**config.mk**
```make
export PLATFORM = sky130hd
export DESIGN_NAME = dcache_miss_queue
export DESIGN_NICKNAME = d
export VERILOG_FILES = /design/src/source/dcache_pkg.sv /design/src/source/dcache_miss_queue.sv
export VERILOG_INCLUDE_DIRS = /design/src /design/src/source
export SDC_FILE = /design/constraint.sdc
export NUM_CORES = 1
export LEC_CHECK = 0
export BUFFER_PORTS_ARGS = -buffer_cell sky130_fd_sc_hd__buf_2
export CAP_MARGIN = 40
export CELL_PAD_IN_SITES_DETAIL_PLACEMENT = 2
export CELL_PAD_IN_SITES_GLOBAL_PLACEMENT = 2
export CORE_ASPECT_RATIO = 2
export CORE_MARGIN = 5
export CORE_UTILIZATION = 43
export DETAILED_ROUTE_END_ITERATION = 12
export GPL_TIMING_DRIVEN = 0
export MAX_ROUTING_LAYER = met4
export PLACE_DENSITY_LB_ADDON = 0.1
export SYNTH_ARGS = -nofsm -noshare
export SYNTH_HDL_FRONTEND = slang
export SYNTH_SLANG_ARGS = --single-unit
```
**constraint.sdc**
```tcl
create_clock -name clock -period 5.5 [get_ports clock]
set_clock_uncertainty 0.05 [all_clocks]
set_input_delay 0.275 -clock clock [delete_from_list [all_inputs] [get_ports clock]]
set_output_delay 0.275 -clock clock [all_outputs]
set_load 0.1 [all_outputs]
```
**src/source/dcache_consts.svh**
```systemverilog
`ifndef DCACHE_CONSTS_SVH
`define DCACHE_CONSTS_SVH

// doubleword address, no byte offset bits
`define DCACHE_ADDR_BITS 16

// direct mapped, one doubleword per line
`define DCACHE_INDEX_BITS 5
`define DCACHE_LINES 32

// pending fills and evictions
`define DCACHE_MISS_DEPTH 4

`endif

```
**src/source/dcache_pkg.sv**
```systemverilog
package dcache_pkg;

  // memory port command, held until mem_response
  typedef enum logic [1:0] {
    bus_none  = 2'd0,
    bus_load  = 2'd1,
    bus_store = 2'd2
  } mem_command_t;

  // miss queue entry kind
  // load and store misses read memory, evictions write it
  typedef enum logic [1:0] {
    miss_load  = 2'd0,
    miss_store = 2'd1,
    miss_evict = 2'd2
  } miss_kind_t;

endpackage

```
**src/source/dcache_miss_queue.sv**
```systemverilog
`timescale 1ns/1ps
`include "dcache_consts.svh"

module dcache_miss_queue (
  input  logic                           clock,
  input  logic                           reset,
  input  logic                           miss_push,
  input  dcache_pkg::miss_kind_t         miss_kind,
  input  logic [`DCACHE_ADDR_BITS-1:0]   miss_addr,
  input  logic [63:0]                    miss_data,
  input  logic                           mem_response,
  input  logic [63:0]                    mem_rdata,
  output logic                           miss_empty,
  output logic                           miss_full,
  output dcache_pkg::mem_command_t       mem_command,
  output logic [`DCACHE_ADDR_BITS-1:0]   mem_addr,
  output logic [63:0]                    mem_wdata,
  output logic                           fill_valid,
  output logic [`DCACHE_ADDR_BITS-1:0]   fill_addr,
  output logic [63:0]                    fill_data,
  output dcache_pkg::miss_kind_t         fill_kind
);
  localparam int AB    = `DCACHE_ADDR_BITS;
  localparam int DEPTH = `DCACHE_MISS_DEPTH;
  localparam int PB    = $clog2(DEPTH);
  localparam int CB    = PB + 1;

  dcache_pkg::miss_kind_t kind_q [DEPTH];
  logic [AB-1:0]          addr_q [DEPTH];
  logic [63:0]            data_q [DEPTH];
  logic [PB-1:0]          head;
  logic [PB-1:0]          tail;
  logic [CB-1:0]          count;
  logic                   push;
  logic                   pop;

  assign miss_empty = (count == '0);
  assign miss_full  = (count == CB'(DEPTH));

  assign push = miss_push && !miss_full;
  assign pop  = mem_response && !miss_empty;

  always_ff @(posedge clock) begin
    if (reset) begin
      head  <= '0;
      tail  <= '0;
      count <= '0;
    end else begin
      if (push) begin
        tail <= (tail == PB'(DEPTH - 1)) ? '0 : tail + 1'b1;
      end
      if (pop) begin
        head <= (head == PB'(DEPTH - 1)) ? '0 : head + 1'b1;
      end
      count <= count + CB'(push) - CB'(pop);
    end
  end

  always_ff @(posedge clock) begin
    if (push) begin
      kind_q[tail] <= miss_kind;
      addr_q[tail] <= miss_addr;
      data_q[tail] <= miss_data;
    end
  end

  // head entry stays on the bus until memory answers
  always_comb begin
    if (miss_empty) begin
      mem_command = dcache_pkg::bus_none;
    end else if (kind_q[head] == dcache_pkg::miss_evict) begin
      mem_command = dcache_pkg::bus_store;
    end else begin
      mem_command = dcache_pkg::bus_load;
    end
  end

  assign mem_addr  = addr_q[head];
  assign mem_wdata = data_q[head];

  // one word per line, so a store miss simply replaces the memory word
  assign fill_valid = pop && (kind_q[head] != dcache_pkg::miss_evict);
  assign fill_addr  = addr_q[head];
  assign fill_kind  = kind_q[head];
  assign fill_data  = (kind_q[head] == dcache_pkg::miss_store) ? data_q[head] : mem_rdata;

endmodule

```
==> metrics.md <==
| Metric | Value |
|---|---|
| Status | `finished clean` |
| Tot GR Track Use | `21.48%` |
| Port bufs | `around 320` |
| Critical path class | `flop to primary output` |
| Root buf cell | `clkbuf_16` |
| #FFs+latches synth | `337` |
| Avg Cell Area, Syn | `23.56 um^2` |
| Fraction of the mapped netlist area in compound gates | `0.2423%` |
| Final setup vio count | `0` |
| Max Cap Viol | `0` |
| Synth unique cells | `28` |
| First-pass GRT wire length | `approximately 55 mm` |
| CTS tree | `yes` |
| Period utilisation layout | `64.89%` |
| CP required | `5180 ps` |
| Boundary Pins | `~320` |
| Mux cell area share after synthesis | `around a fifth` |
| Unrepaired setup endpoints after global routing | `no` |
| Layout cell share with drive strength beyond 1 | `53.02%` |
| Adder and majority gate portion of the synthesized area | `less than 1%` |
| Starting Density | `43.52%` |
| Post-synthesis sequential area ratio | `approximately three quarters` |
| Drt wl/cell | `roughly 25 um` |
| Max Freq | `0.2802 GHz` |
| Slowest cell delay on critical path | `580 ps` |
| Vias | `7411` |
| Register Area | `around 10000 um^2` |
| Worst slew pin tran | `728.1 ps` |
| CP Capture Type | `primary output` |
| Via density | `approximately 5.1` |
| Simple-Gate Fraction of Synth Area | `0.8852%` |
| H-tree levels | `1` |
| WP data arrival | `3240 ps` |
| Number of CTS-inserted buffers | `29` |
| Crit-path most repeated cell | `buf_2` |
| RePlAce Congestion | `~0.7` |
| Maximum clock insertion buffer count | `3` |
| Crit-path cells | `buf_2 -> buf_1 -> clkbuf_1 -> mux4_2 -> buf_4 -> buf_2` |
| Initial antenna violation count | `2` |
| Main combinational cell family by area after synthesis | `multiplexers` |
| Slew Limit Headroom | `51.46%` |
| Core area | `30860 um^2` |
| Mapped Area | `13430 um^2` |
| Startpoint types | `flop` |
| DRT antenna net count | `0` |
| Final nets | `1163` |
| DRT Wirelength | `36.22 mm` |
| Pin count of the biggest net entering global routing | `52` |
| Post-route setup TNS | `0 ps` |
| Clock tree sinks | `337` |
| Hold path start | `mem_response` |
| Hold WC Path Type | `input pin to flop` |
| Worst Path Max Fanout | `10` |
| Die Wd | `135.0 um` |
| Cell at the slowest stage of the critical path | `clkbuf_1` |
| Skew-Pair Late Insertion Delay | `550 ps` |
| Dpl hpwl | `between 20 and 25 mm` |
| Synth Instances | `570` |
| Fin crit period | `3569 ps` |
| Vias in the first global route | `about 8900` |
| Site Rows | `91` |
| FILL cells | `2652` |
| CTS clk-pin slew, worst paths | `around 60 ps` |
| Area of the multi-input gates | `3099 um^2` |
| Syn Nets | `728` |
| DRC violations left | `0` |
| Launch point of the worst reg-to-reg path | `count[1]` |
| Max Transition Viols Final | `0` |
| Die ar. | `35080 um^2` |
| GR Overflow Total | `0` |
| Final hold violation count | `0` |
| Area Overhead vs Synth | `29.75%` |
| Drt initial violations | `337` |
| Synth Area in XOR/XNOR | `0.1305%` |
| Chip height | `~260 um` |
| Synthesis Warnings | `0` |
| DR pass1 iterations | `4` |
| Postcts setup bufs | `0` |
[layout by cell type, fill, tap and decap left out, types with 7 or more instances in the layout]
cell,instances
mux4_2,82
inv_1,9
buf_4,16
ha_1,7
clkbuf_1,10
edfxtp_1,328
buf_6,8
clkbuf_16,29
dfxtp_1,9
mux2_4,60
dlygate4sd3_1,84
buf_2,325
clkinv_1,8
[sequential cells by signal, summed over array words and instances (netlist names), named ones only]
name / cells
kind_q: 8
tail: 2
count: 3
head: 2
data_q: 256
addr_q: 64
[worst max-delay path, delay by kind of cell, from the launching register on]
family,cells,cell delay [ps]
buf+inv,5,2000
mux,1,380
flops,1,310
[cell usage after synthesis (all sizes together)]
| master | count | share of area [%] |
|---|---|---|
| mux4 | 82 | 14 |
| buf | 36 | 2.0 |
| nand3 | 1 | 0.037 |
| mux2 | 64 | 7.0 |
| fa | 1 | 0.15 |
| nand2 | 1 | 0.028 |
| or3 | 1 | 0.047 |
| or4 | 1 | 0.056 |
| and3 | 4 | 0.19 |
| mux2i | 1 | 0.075 |
| inv | 9 | 0.25 |
| nor2 | 5 | 0.14 |
| ha | 7 | 0.65 |
| edfxtp | 328 | 73 |
| clkbuf | 5 | 0.14 |
| xnor2 | 2 | 0.13 |
| a21oi | 3 | 0.11 |
| or3b | 1 | 0.065 |
| o21ai | 2 | 0.075 |
| nor2b | 5 | 0.29 |
| dfxtp | 9 | 1.3 |
| nor3 | 1 | 0.037 |
| o31ai | 1 | 0.056 |
[worst paths after layout]
check	slack [ps]	endpoint	depth (start not counted)
setup reg to reg	2910	count[2]	9
hold reg to reg	480	flop	2
setup / recovery	1930	mem_addr[7]	6
hold / removal	160	flop	4
[kinds of logic after synthesis]
kind of cell               Yosys count
DFF                                337
muxes                              147
buffers and inverters               50
and+or+nand+nor                     20
adders and majority gates            8
AOI/OAI and AO/OA                    6
xor gates and xnor gates             2
[through the flow]
| step | setup WS, ps | std cells | cell area (um^2) | hold WS [ps] | utilization (%) |
|---|---|---|---|---|---|
| floorplan | 1352 | 570 | 13430 | 294.1 | - |
| finish | 1931 | 1446 | 17420 | 159.2 | 56.47 |
| CTS | 1841 | 1444 | 17420 | 155.8 | 56.45 |
| detailed placement | 2501 | 1308 | 15660 | 440.9 | 50.76 |
| global route | 1770 | 1446 | 17420 | 199.8 | 56.47 |
| global placement | 880.6 | 1304 | 15530 | 432.7 | 50.34 |
[area by class of cell]
| cell class | count | area share, % |
|---|---|---|
| sequential | 337 | 57.57 |
| multi-input combinational | 183 | 17.79 |
| timing repair buffer | 404 | 14.53 |
| clock buffer | 34 | 4.273 |
| tap | 418 | 3.002 |
| buffer | 41 | 1.637 |
| clock inverter | 18 | 0.9767 |
| inverter | 9 | 0.1939 |
| antenna | 2 | 0.02873 |
[per-layer routing]
metal	share of wire, %	GRT usage [%]	vias up	wire [um]
met3	5.2	3.349	77	1887
met5	0	-	-	0
met2	58	40.61	273	20970
met1	33	22.21	3832	12110
met4	3.5	7.707	0	1264
li1	-	-	3229	-
[repair_timing]
item                      4_1_cts  5_1_grt
hold buffers                   84        0
hold endpoints to repair      337        0
gates resized for setup         0        0
Power is not shown: default switching activity piles up to over one toggle a cycle in this logic, so the estimate is an artifact.
