$ cat src/source/dcache_consts.svh
`ifndef DCACHE_CONSTS_SVH
`define DCACHE_CONSTS_SVH

// doubleword address, no byte offset bits
`define DCACHE_ADDR_BITS 16

// direct mapped, one doubleword per line
`define DCACHE_INDEX_BITS 5
`define DCACHE_LINES 32

// pending fills and evictions
`define DCACHE_MISS_DEPTH 4

`endif

$ cat src/source/dcache_lookup.sv
`timescale 1ns/1ps
`include "dcache_consts.svh"

module dcache_lookup (
  input  logic                                          clock,
  input  logic                                          reset,
  input  logic                                          req_valid,
  input  logic                                          req_store,
  input  logic [`DCACHE_ADDR_BITS-1:0]                  req_addr,
  input  logic [63:0]                                   req_data,
  input  logic                                          hold,
  input  logic                                          wr_en,
  input  logic [`DCACHE_INDEX_BITS-1:0]                 wr_index,
  input  logic [`DCACHE_ADDR_BITS-`DCACHE_INDEX_BITS-1:0] wr_tag,
  input  logic [63:0]                                   wr_data,
  input  logic                                          wr_valid,
  input  logic                                          wr_dirty,
  input  logic [`DCACHE_INDEX_BITS-1:0]                 flush_index,
  input  logic                                          flush_active,
  output logic                                          lk_valid,
  output logic                                          lk_store,
  output logic [`DCACHE_ADDR_BITS-1:0]                  lk_addr,
  output logic [63:0]                                   lk_data,
  output logic                                          hit,
  output logic [63:0]                                   hit_data,
  output logic                                          victim_valid,
  output logic                                          victim_dirty,
  output logic [`DCACHE_ADDR_BITS-1:0]                  victim_addr,
  output logic [63:0]                                   victim_data
);
  localparam int AB = `DCACHE_ADDR_BITS;
  localparam int IB = `DCACHE_INDEX_BITS;
  localparam int TB = AB - IB;

  logic [TB-1:0]            tag_array [`DCACHE_LINES];
  logic [63:0]              data_array [`DCACHE_LINES];
  logic [`DCACHE_LINES-1:0] valid_bits;
  logic [`DCACHE_LINES-1:0] dirty_bits;
  logic [IB-1:0]            rd_index;
  logic                     fwd;
  logic [TB-1:0]            line_tag;
  logic [63:0]              line_data;
  logic                     line_valid;
  logic                     line_dirty;

  // request stage, frozen while the controller stalls
  always_ff @(posedge clock) begin
    if (reset) begin
      lk_valid <= 1'b0;
    end else if (!hold) begin
      lk_valid <= req_valid;
    end
  end

  always_ff @(posedge clock) begin
    if (!hold) begin
      lk_store <= req_store;
      lk_addr  <= req_addr;
      lk_data  <= req_data;
    end
  end

  always_ff @(posedge clock) begin
    if (reset) begin
      valid_bits <= '0;
      dirty_bits <= '0;
    end else if (wr_en) begin
      valid_bits[wr_index] <= wr_valid;
      dirty_bits[wr_index] <= wr_dirty;
    end
  end

  always_ff @(posedge clock) begin
    if (wr_en) begin
      tag_array[wr_index]  <= wr_tag;
      data_array[wr_index] <= wr_data;
    end
  end

  // flush walk reads its own line, otherwise the request's line
  assign rd_index = flush_active ? flush_index : lk_addr[IB-1:0];

  // store hit from the previous request lands this cycle
  assign fwd = wr_en && !flush_active && (wr_index == rd_index);

  assign line_valid = fwd ? wr_valid : valid_bits[rd_index];
  assign line_dirty = fwd ? wr_dirty : dirty_bits[rd_index];
  assign line_tag   = fwd ? wr_tag   : tag_array[rd_index];
  assign line_data  = fwd ? wr_data  : data_array[rd_index];

  assign hit      = line_valid && (line_tag == lk_addr[AB-1:IB]);
  assign hit_data = line_data;

  assign victim_valid = line_valid;
  assign victim_dirty = line_dirty;
  assign victim_addr  = {line_tag, rd_index};
  assign victim_data  = line_data;

endmodule

$ cat config.mk
export PLATFORM = sky130hd
export DESIGN_NAME = dcache_lookup
export DESIGN_NICKNAME = d
export VERILOG_FILES = /design/src/source/dcache_lookup.sv
export VERILOG_INCLUDE_DIRS = /design/src /design/src/source
export SDC_FILE = /design/constraint.sdc
export NUM_CORES = 2
export LEC_CHECK = 0
export ABC_AREA = 1
export BUFFER_PORTS_ARGS = -buffer_cell sky130_fd_sc_hd__buf_2
export CORE_ASPECT_RATIO = 1.4
export CORE_MARGIN = 8
export CORE_UTILIZATION = 25
export DETAILED_ROUTE_END_ITERATION = 8
export GPL_TIMING_DRIVEN = 0
export PLACE_DENSITY_LB_ADDON = 0.08
export SYNTH_ARGS = -nofsm -noshare
export SYNTH_HDL_FRONTEND = slang
export SYNTH_SLANG_ARGS = --single-unit
$ cat constraint.sdc
create_clock -name clock -period 15.9 [get_ports clock]
set_input_delay 1.59 -clock clock [delete_from_list [all_inputs] [get_ports clock]]
set_output_delay 1.59 -clock clock [all_outputs]
set_load 0.02 [all_outputs]
==> run_results.csv <==
group,metric,value,unit
status,outcome,"complete, but fails checks",
status,violations,"capacitance limit, slew limit",
floorplan,start_util,25.1,%
logic_synthesis,synth_nets,8251,
clock_tree,cts_setup_buffers,0,
drt,drt_iter0_markers,7133,
floorplan,ios,403,
global_routing,gr-total-overflow,0,
critical_path,max_stage_delay,0.88,ns
timing,finalClockSkew,0,ns
critical_path,crit_buf_inv,9,
critical_path,crit_family,"buffers and inverters",
drt,wl_per_cell,32.7,µm
placement,port_buffers,398,
global_routing,grt_max_degree,66,
global_routing,antenna_found_initial,58,
critical_path,worstSetupStartpointType,"primary input",
clock_tree,cts-root-buf,"clkbuf_16",
logic_synthesis,synthesis.area,102000,µm²
global_routing,grt_pass1_wl,636000,µm
timing,period_share,53.1,%
critical_path,path_max_fanout,10,
floorplan,die_area,428000,µm²
floorplan,row_count,277,
floorplan,die_w,555,µm
critical_path,crit_type,"in -> out",
logic_synthesis,ys_seq_area_share,74.5,%
final_layout,drive_above_1_share,14.4,%
logic_synthesis,synth_flop_cell,"edfxtp_1",
critical_path,cp-end-kind,"output port",
critical_path,crit_path_cell_trace,"buf_2 > inv_2 > o21ai_4 > buf_12 > buf_4 > buf_4 > buf_2 > clkbuf_2 > nor2_1 > o221ai_1 > nand3_1 > nand2_1 > buf_4 > buf_2",
pwr,p_leak,40.7,nW
pwr,power,16.2,mW
logic_synthesis,ys_ff_latch,2546,
final_layout,nets,9096,
critical_path,cp_slowest_cell,"buf_2",
timing,fmax,0.118,GHz
final_layout,area_growth,21.3,%
clock_tree,cts_buffer_depth,4,
flow_run,cap_violations,2,
global_routing,grt_pass1_vias,71800,
timing,slew_violations,22,
pwr,ir_drop,0.0814,mV
timing,worst_pin_slew,1.64,ns
timing,period_minus_slack,8.45,ns
clock_tree,cts_hold_buffers,0,
critical_path,ff2ff_setup_slack,15.05,ns
clock_tree,htree_levels,5,
timing,timing.setup.tns,0,ns
final_layout,layout_common_cells,"2481 x edfxtp_1, 1338 x nor2_1, 1221 x o21ai_0, 684 x nand2_1, 566 x buf_2",
drt,dr_total_vias,72500,
timing,relSlewSlack,-9.17,%
critical_path,worstPathRequired,14.31,ns
clock_tree,cts_buffers,289,
logic_synthesis,synth_edf_count,2481,
logic_synthesis,synthArstFlopShare,0,%
pwr,power_density,131,nW/µm²
min_path,hp-class,"reg -> reg",
drt,ant_nets,0,
placement,gp_congestion,0.794,
logic_synthesis,avgSynthCellArea,12.6,µm²
clock_tree,cts_tree,"yes",
drt,routed_wl,478000,µm
timing,hold_viol,0,
logic_synthesis,yosysWarnings,0,
final_layout,layout_commonest_cell,"edfxtp_1",
logic_synthesis,synth.distinct_cells,32,
placement,dpl.hpwl,332000,µm
global_routing,grt.total_usage,21.4,%
clock_tree,clk_latency,0.93,ns
drt,dr.pass1.iters,7,
clock_tree,cts_resized,0,
floorplan,core-area,406000,µm²
drt,via_per_inst,4.96,
floorplan,die-height,771,µm
clock_tree,clk_pin_slew_worst_paths,0.06,ns
timing,rsz0062_at_grt,"false",
drt,drc,0,
critical_path,worst_ep_arrival_time,6.86,ns
timing,setup_viol,0,
logic_synthesis,syn_inst,8077,
clock_tree,clock-sinks,2546,
## kinds of logic after synthesis
family | count (synthesis) | share of synthesized area [%]
XOR/XNOR | 1 | 0.00861
buffers and inverters | 927 | 4.11
AND/OR/NAND/NOR | 2558 | 10.1
flip-flops | 2546 | 74.5
AO/OA/AOI/OAI | 2045 | 11.3
## stage by stage
| stage | cell area (µm²) | util (%) | std cells | setup slack, ns | hold WS [ns] |
|---|---|---|---|---|---|
| after floorplan | 102000 | - | 8077 | 9.80 | 0.435 |
| after global placement | 111000 | 27.2 | 13900 | 1.72 | 0.448 |
| after detailed placement | 114000 | 28.1 | 14100 | 7.45 | 0.454 |
| after CTS | 123000 | 30.4 | 14600 | 7.44 | 0.463 |
| after global routing | 123000 | 30.4 | 14600 | 7.49 | 0.484 |
| final | 123000 | 30.4 | 14600 | 7.45 | 0.464 |
## worst register-to-register path, cell delays in order, from the launching register on
cell and delay, ns:
dfxtp_1 0.54, nand2_1 0.09, a21oi_1 0.13
## routing by layer
| layer | vias to the layer above | GRT usage [%] | part of all wire [%] |
|---|---|---|---|
| li1 | 31300 | - | - |
| met1 | 37600 | 26.9 | 41 |
| met2 | 2843 | 37.3 | 49 |
| met3 | 716 | 2.97 | 5.5 |
| met4 | 16 | 8.39 | 4.3 |
| met5 | - | 0 | 0.024 |
## layout make-up
cell class / instances / area [µm²]
buffer: 628 / 3070
tap: 5440 / 6810
antenna: 36 / 90.1
timing repair buffer: 554 / 5290
inverter: 299 / 1130
fill: 41100 / 282000
clock inverter: 150 / 1400
clock buffer: 369 / 7820
sequential: 2546 / 75800
multi-input combinational: 4604 / 22000
## synthesized netlist by cell type (2+ instances only)
library cell / count / share of area (%)
buf_1: 16 / 0.059
edfxtp_1: 2481 / 73
or2_2: 9 / 0.055
inv_2: 4 / 0.015
a21oi_1: 45 / 0.22
o21ai_2: 3 / 0.026
o21ai_0: 1221 / 6.0
o221ai_1: 130 / 1.1
o22ai_1: 520 / 3.2
buf_2: 168 / 0.83
nand2_1: 684 / 2.5
nor3_1: 14 / 0.069
nor2_1: 1370 / 5.1
o211ai_1: 12 / 0.089
inv_1: 295 / 1.1
buf_6: 6 / 0.066
a211oi_1: 21 / 0.15
nand3_1: 464 / 2.3
o21ai_4: 2 / 0.032
nand2_2: 3 / 0.018
o21ai_1: 91 / 0.45
nand3b_1: 8 / 0.059
dfxtp_1: 65 / 1.3
buf_4: 118 / 0.87
clkbuf_1: 320 / 1.2
## sequential cells by signal, indices dropped and copies added, names as in the netlist
signal      cells
data_array   2048
dirty_bits     32
lk_addr        16
lk_data        64
lk_store        1
lk_valid        1
tag_array     352
valid_bits     32
## worst paths after layout
check,startpoint,to,cells after the start
hold reg to reg,valid_bits[4]$_SDFFE_PP0P_,valid_bits[4]$_SDFFE_PP0P_,2
hold / removal,valid_bits[4]$_SDFFE_PP0P_,valid_bits[4]$_SDFFE_PP0P_,2
setup reg to reg,dirty_bits[0]$_SDFFE_PP0P_,dirty_bits[0]$_SDFFE_PP0P_,2
setup / recovery,flush_active,victim_data[33],14
## power by group
part / switching [mW] / total (mW) / internal, mW
logic: 1.53 / 1.99 / 0.456
clock network: 2.90 / 6.73 / 3.83
registers: 0.0227 / 7.48 / 7.46
No activity file was read; power rests on OpenSTA's default activity.
