===== config.mk =====
export PLATFORM = sky130hd
export DESIGN_NAME = dcache_controller
export DESIGN_NICKNAME = d
export VERILOG_FILES = /design/src/source/dcache_pkg.sv /design/src/source/dcache_controller.sv
export VERILOG_INCLUDE_DIRS = /design/src /design/src/source
export SDC_FILE = /design/constraint.sdc
export NUM_CORES = 1
export LEC_CHECK = 0
export ABC_AREA = 1
export BUFFER_PORTS_ARGS = -buffer_cell sky130_fd_sc_hd__buf_4
export CELL_PAD_IN_SITES_DETAIL_PLACEMENT = 0
export CELL_PAD_IN_SITES_GLOBAL_PLACEMENT = 1
export CORE_AREA = 5 5 213 215
export CTS_BUF_LIST = sky130_fd_sc_hd__clkbuf_2 sky130_fd_sc_hd__clkbuf_4 sky130_fd_sc_hd__clkbuf_8
export DETAILED_ROUTE_END_ITERATION = 10
export DIE_AREA = 0 0 218 220
export PLACE_DENSITY_LB_ADDON = 0.1
export SLEW_MARGIN = 30
export SYNTH_ARGS = -nofsm -noshare
export SYNTH_HDL_FRONTEND = slang
export SYNTH_SLANG_ARGS = --single-unit

===== constraint.sdc =====
create_clock -name clock -period 3.45 [get_ports clock]
set_clock_uncertainty 0.2 [all_clocks]
set_input_delay 0.345 -clock clock [delete_from_list [all_inputs] [get_ports clock]]
set_output_delay 0.345 -clock clock [all_outputs]
set_load 0.05 [all_outputs]

===== src/source/dcache_consts.svh =====
`ifndef DCACHE_CONSTS_SVH
`define DCACHE_CONSTS_SVH

// doubleword address, no byte offset bits
`define DCACHE_ADDR_BITS 16

// direct mapped, one doubleword per line
`define DCACHE_INDEX_BITS 5
`define DCACHE_LINES 32

// pending fills and evictions
`define DCACHE_MISS_DEPTH 4

`endif


===== src/source/dcache_pkg.sv =====
package dcache_pkg;

  // memory port command, held until mem_response
  typedef enum logic [1:0] {
    bus_none  = 2'd0,
    bus_load  = 2'd1,
    bus_store = 2'd2
  } mem_command_t;

  // miss queue entry kind
  // load and store misses read memory, evictions write it
  typedef enum logic [1:0] {
    miss_load  = 2'd0,
    miss_store = 2'd1,
    miss_evict = 2'd2
  } miss_kind_t;

endpackage


===== src/source/dcache_controller.sv =====
`timescale 1ns/1ps
`include "dcache_consts.svh"

module dcache_controller (
  input  logic                                          clock,
  input  logic                                          reset,
  input  logic                                          lk_valid,
  input  logic                                          lk_store,
  input  logic [`DCACHE_ADDR_BITS-1:0]                  lk_addr,
  input  logic [63:0]                                   lk_data,
  input  logic                                          hit,
  input  logic [63:0]                                   hit_data,
  input  logic                                          victim_valid,
  input  logic                                          victim_dirty,
  input  logic [`DCACHE_ADDR_BITS-1:0]                  victim_addr,
  input  logic [63:0]                                   victim_data,
  input  logic                                          fill_valid,
  input  logic [`DCACHE_ADDR_BITS-1:0]                  fill_addr,
  input  logic [63:0]                                   fill_data,
  input  dcache_pkg::miss_kind_t                        fill_kind,
  input  logic                                          miss_empty,
  input  logic                                          miss_full,
  input  logic                                          flush,
  output logic                                          req_ready,
  output logic                                          hold,
  output logic                                          load_done,
  output logic [63:0]                                   load_data,
  output logic                                          store_done,
  output logic                                          wr_en,
  output logic [`DCACHE_INDEX_BITS-1:0]                 wr_index,
  output logic [`DCACHE_ADDR_BITS-`DCACHE_INDEX_BITS-1:0] wr_tag,
  output logic [63:0]                                   wr_data,
  output logic                                          wr_valid,
  output logic                                          wr_dirty,
  output logic                                          miss_push,
  output dcache_pkg::miss_kind_t                        miss_kind,
  output logic [`DCACHE_ADDR_BITS-1:0]                  miss_addr,
  output logic [63:0]                                   miss_data,
  output logic [`DCACHE_INDEX_BITS-1:0]                 flush_index,
  output logic                                          flush_active,
  output logic                                          halt
);
  localparam int AB = `DCACHE_ADDR_BITS;
  localparam int IB = `DCACHE_INDEX_BITS;

  typedef enum logic [1:0] {st_idle, st_walk, st_done} flush_state_t;

  flush_state_t  state;
  logic [IB-1:0] count;
  logic          miss_busy;
  logic          miss_second;
  logic          lk_used;
  logic          st_pend;
  logic          pend_store;
  logic [AB-1:0] pend_addr;
  logic [63:0]   pend_data;
  logic          proc;
  logic          proc_hit;
  logic          proc_miss;
  logic          evict_first;
  logic          walk_go;
  logic          walk_evict;

  assign req_ready = (state == st_idle) && !flush && !miss_busy;
  assign hold      = !req_ready;

  // captured request is handled once, and only with no miss outstanding
  assign proc        = lk_valid && !lk_used && !miss_busy;
  assign proc_hit    = proc && hit;
  assign proc_miss   = proc && !hit;
  assign evict_first = proc_miss && victim_valid && victim_dirty;

  // walk steps only when the write port and queue are free
  assign flush_active = (state == st_walk) && !proc;
  assign walk_go      = flush_active && !miss_busy && !miss_full && !st_pend;
  assign walk_evict   = walk_go && victim_valid && victim_dirty;
  assign flush_index  = count;
  assign halt         = (state == st_done) && miss_empty;

  // dirty victim goes first, the miss itself one cycle later
  always_comb begin
    miss_push = miss_second || proc_miss || walk_evict;
    if (miss_second) begin
      miss_kind = pend_store ? dcache_pkg::miss_store : dcache_pkg::miss_load;
      miss_addr = pend_addr;
      miss_data = pend_data;
    end else if (proc_miss && !evict_first) begin
      miss_kind = lk_store ? dcache_pkg::miss_store : dcache_pkg::miss_load;
      miss_addr = lk_addr;
      miss_data = lk_data;
    end else begin
      miss_kind = dcache_pkg::miss_evict;
      miss_addr = victim_addr;
      miss_data = victim_data;
    end
  end

  // write port: flush walk, then fill, then store hit
  always_comb begin
    wr_en = 1'b1;
    if (walk_go) begin
      wr_index = count;
      wr_tag   = victim_addr[AB-1:IB];
      wr_data  = victim_data;
      wr_valid = 1'b0;
      wr_dirty = 1'b0;
    end else if (fill_valid) begin
      wr_index = fill_addr[IB-1:0];
      wr_tag   = fill_addr[AB-1:IB];
      wr_data  = fill_data;
      wr_valid = 1'b1;
      wr_dirty = (fill_kind == dcache_pkg::miss_store);
    end else begin
      wr_en    = st_pend;
      wr_index = pend_addr[IB-1:0];
      wr_tag   = pend_addr[AB-1:IB];
      wr_data  = pend_data;
      wr_valid = 1'b1;
      wr_dirty = 1'b1;
    end
  end

  always_ff @(posedge clock) begin
    if (reset) begin
      state       <= st_idle;
      count       <= '0;
      miss_busy   <= 1'b0;
      miss_second <= 1'b0;
      lk_used     <= 1'b0;
      st_pend     <= 1'b0;
      load_done   <= 1'b0;
      store_done  <= 1'b0;
    end else begin
      load_done   <= (proc_hit && !lk_store) ||
                     (fill_valid && fill_kind == dcache_pkg::miss_load);
      store_done  <= (proc_hit && lk_store) ||
                     (fill_valid && fill_kind == dcache_pkg::miss_store);
      st_pend     <= proc_hit && lk_store;
      miss_second <= evict_first;
      if (proc_miss) begin
        miss_busy <= 1'b1;
      end else if (fill_valid) begin
        miss_busy <= 1'b0;
      end
      if (!hold) begin
        lk_used <= 1'b0;
      end else if (proc) begin
        lk_used <= 1'b1;
      end
      if (walk_go) begin
        count <= count + 1'b1;
      end
      case (state)
        st_idle: if (flush) state <= st_walk;
        st_walk: if (walk_go && count == IB'(`DCACHE_LINES - 1)) state <= st_done;
        default: state <= state;
      endcase
    end
  end

  always_ff @(posedge clock) begin
    load_data <= fill_valid ? fill_data : hit_data;
    if (proc) begin
      pend_store <= lk_store;
      pend_addr  <= lk_addr;
      pend_data  <= lk_data;
    end
  end

endmodule


==> results.ini <==
[floorplan]
die_area_um2=48000
row_count=77
die_w_um=218
die_h_um=220
coreArea_um2=43500
initial_core_util=0.211
ios=558

[synth]
synthCells=1413
synth-seq-area-share=0.433
syn_nets=1732
synth_area_leaders=nand2_1 (29%), edfxtp_1 (27%), dfxtp_1 (17%)
syn_area_per_cell_um2=6.49
ys_ff_latch=158
yosysUniqueCellTypes=28
synth_top_cell_by_area=nand2_1
yosysWarnings=0
synth.cell_area_um2=9170
yosysTopAreaCellShare=0.287

[worst_setup_path]
arrival_ps=2480
cp_num_buf_inv=5
start_kind=input port
regToRegSetupSlack_ps=1050
r2r_cells=6
cp-end-kind=output port
worst_ep_required_time_ps=2900
path_class=in -> out
timing.rr.end=store_done
critPathTopFamily=buffers and inverters
crit_slowest_cell=dlygate4sd3_1
crit_fanout=30
r2r-start=miss_busy
cp_cell_sequence=dlygate4sd3_1 > buf_4 > inv_1 > nand4_4 > buf_12 > nand2_1 > nand3_1 > nand2_1 > buf_4
max_stage_delay_ps=570
critPathLaunch=hit

[placement]
hpwlAfterDp_um=35600
routabilityCongestion=0.804
placed_area_um2=14000
portBuffers=557

[layout]
final_common_cell=nand2_1
nets=2463
final_cell_mix=nand2_1 (701), buf_4 (571), dlygate4sd3_1 (218)
final_util=0.382
drive_gt1_frac=0.291
area_growth_pct=81.5
final_area_um2=16600

[grt]
grt_pass1_wl_um=72000
antenna_found_initial=0
first_global_vias=11600
grt_overflow=0
grt_start_max_net_pins=124
gr-usage-all-layers=0.200

[routing]
route.met2.wl_um=25100
via_count=11500
drt-met1-wl_um=20100
vias_per_cell=4.20
highest_layer=met4
first_iter_violations=546
wl_met3_um=3820
drt_pass1_iterations=5
drt_wl_total_um=49900
wl_per_cell_um=18.2
ant_nets=0
drcViolationCount=0

[clocking]
cts_tree=done
path_clk_slew_ps=90
cts-root-buf=clkbuf_8
clkLatencyLatePin_ps=570
clock_path_buffers=2
cts_sinks=158
cts-buffers-inserted=17
htreeDepth=4
post_cts_buffers=0

[timing]
fin_setup_tns_ps=0
drv_slew=0
rsz0062_at_grt=no
hold_violations=0
period_minus_slack_ps=3020
worst_pin_slew_ps=716
relSlewSlack=0.522
post-route-period-util=0.877
fmaxAchievable_mhz=331
finalSetupViolCount=0

[power]
vdd_drop_max_v=0.000253
p_leak_nw=8.95
p_per_area_nw_per_um2=392

[min_path]
worstHoldEndpoint=miss_busy
hp-start=fill_valid
hold_class=in -> reg
hold_depth=4

[run_status]
status=completed

[flow_run]
cap_violations=0

-- worst register-to-register path, cell delays in order, from the launching register on --
cell	delay (ps)
dfxtp_1	360
nor2_2	200
nand2_2	150
inv_4	530
nand3_1	200
a21oi_1	160
dlygate4sd3_1	550
-- repair_timing --
action	4_1_cts	5_1_grt
hold buffers	218	0
setup endpoints to repair	0	0
endpoints found under the hold margin	156	0
gates resized for setup	0	0
-- stage by stage --
step                      power (W)  instances  hold WS, ps  setup WS [ps]
after global routing        0.00687       2749         74.9            226
after global placement      0.00470       2499          317            998
final                       0.00653       2750         74.2            426
after floorplan             0.00370       1413          244            149
after detailed placement    0.00470       2499          330            993
after CTS                   0.00665       2749         33.8            343
-- area by class of cell --
type	instances	area [µm²]
well taps	592	741
fillers	4761	26900
clock inverters	6	108
clock buffers	26	327
multi-input cells	990	4150
diodes	1	2.50
inverters	179	678
flip-flops and latches	158	3980
repair buffers	798	6650
-- metal layers --
layer	vias up	GRT usage
met5	-	0
met4	0	0.0523
met3	44	0.0724
met2	352	0.348
met1	5321	0.235
li1	5821	-
-- power breakdown --
group          internal, W  total [W]  switching, W  leakage, nW
clock             0.000831    0.00166      0.000826        0.224
combinational     0.000959    0.00268       0.00172         7.31
sequential         0.00213    0.00219     0.0000603         1.42
total              0.00392    0.00653       0.00261         8.95
-- cells in the mapped netlist (all sizes together) --
master and number:
nand3 165, nor2 15, o211ai 2, nor4 1, mux2i 1, inv 179, a21oi 8, clkbuf 35
nor3 3, ha 2, o21a 1, xor2 1, dfxtp 77, o21ai 82, nand2 703, nand4 4
edfxtp 81, or2 2, buf 51
-- registers in the layout, indices dropped and copies added, names as in the netlist --
signal / count
flush_index: 5
lk_used: 1
load_data: 64
load_done: 1
miss_busy: 1
miss_second: 1
pend_addr: 16
pend_data: 64
pend_store: 1
st_pend: 1
state: 2
store_done: 1
-- worst max-delay path by stage --
stage	endpoint	slack, ps	depth (start not counted)
final	miss_addr[1]	430	9
after global routing	miss_data[29]	230	5
after CTS	miss_addr[1]	340	7
after detailed placement	miss_addr[1]	990	8
after global placement	miss_addr[1]	1000	8
after floorplan	hold	150	2
-- kinds of logic after synthesis --
logic type / Yosys count / share of synthesized area
AND/OR/NAND/NOR: 893 / 0.395
buffers and inverters: 265 / 0.115
flip-flops: 158 / 0.433
AO/OA/AOI/OAI: 93 / 0.0516
adder cells (fa/ha/maj): 2 / 0.00273
XOR/XNOR: 1 / 0.000956
multiplexers: 1 / 0.00109
(Power assumes the default switching activity.)
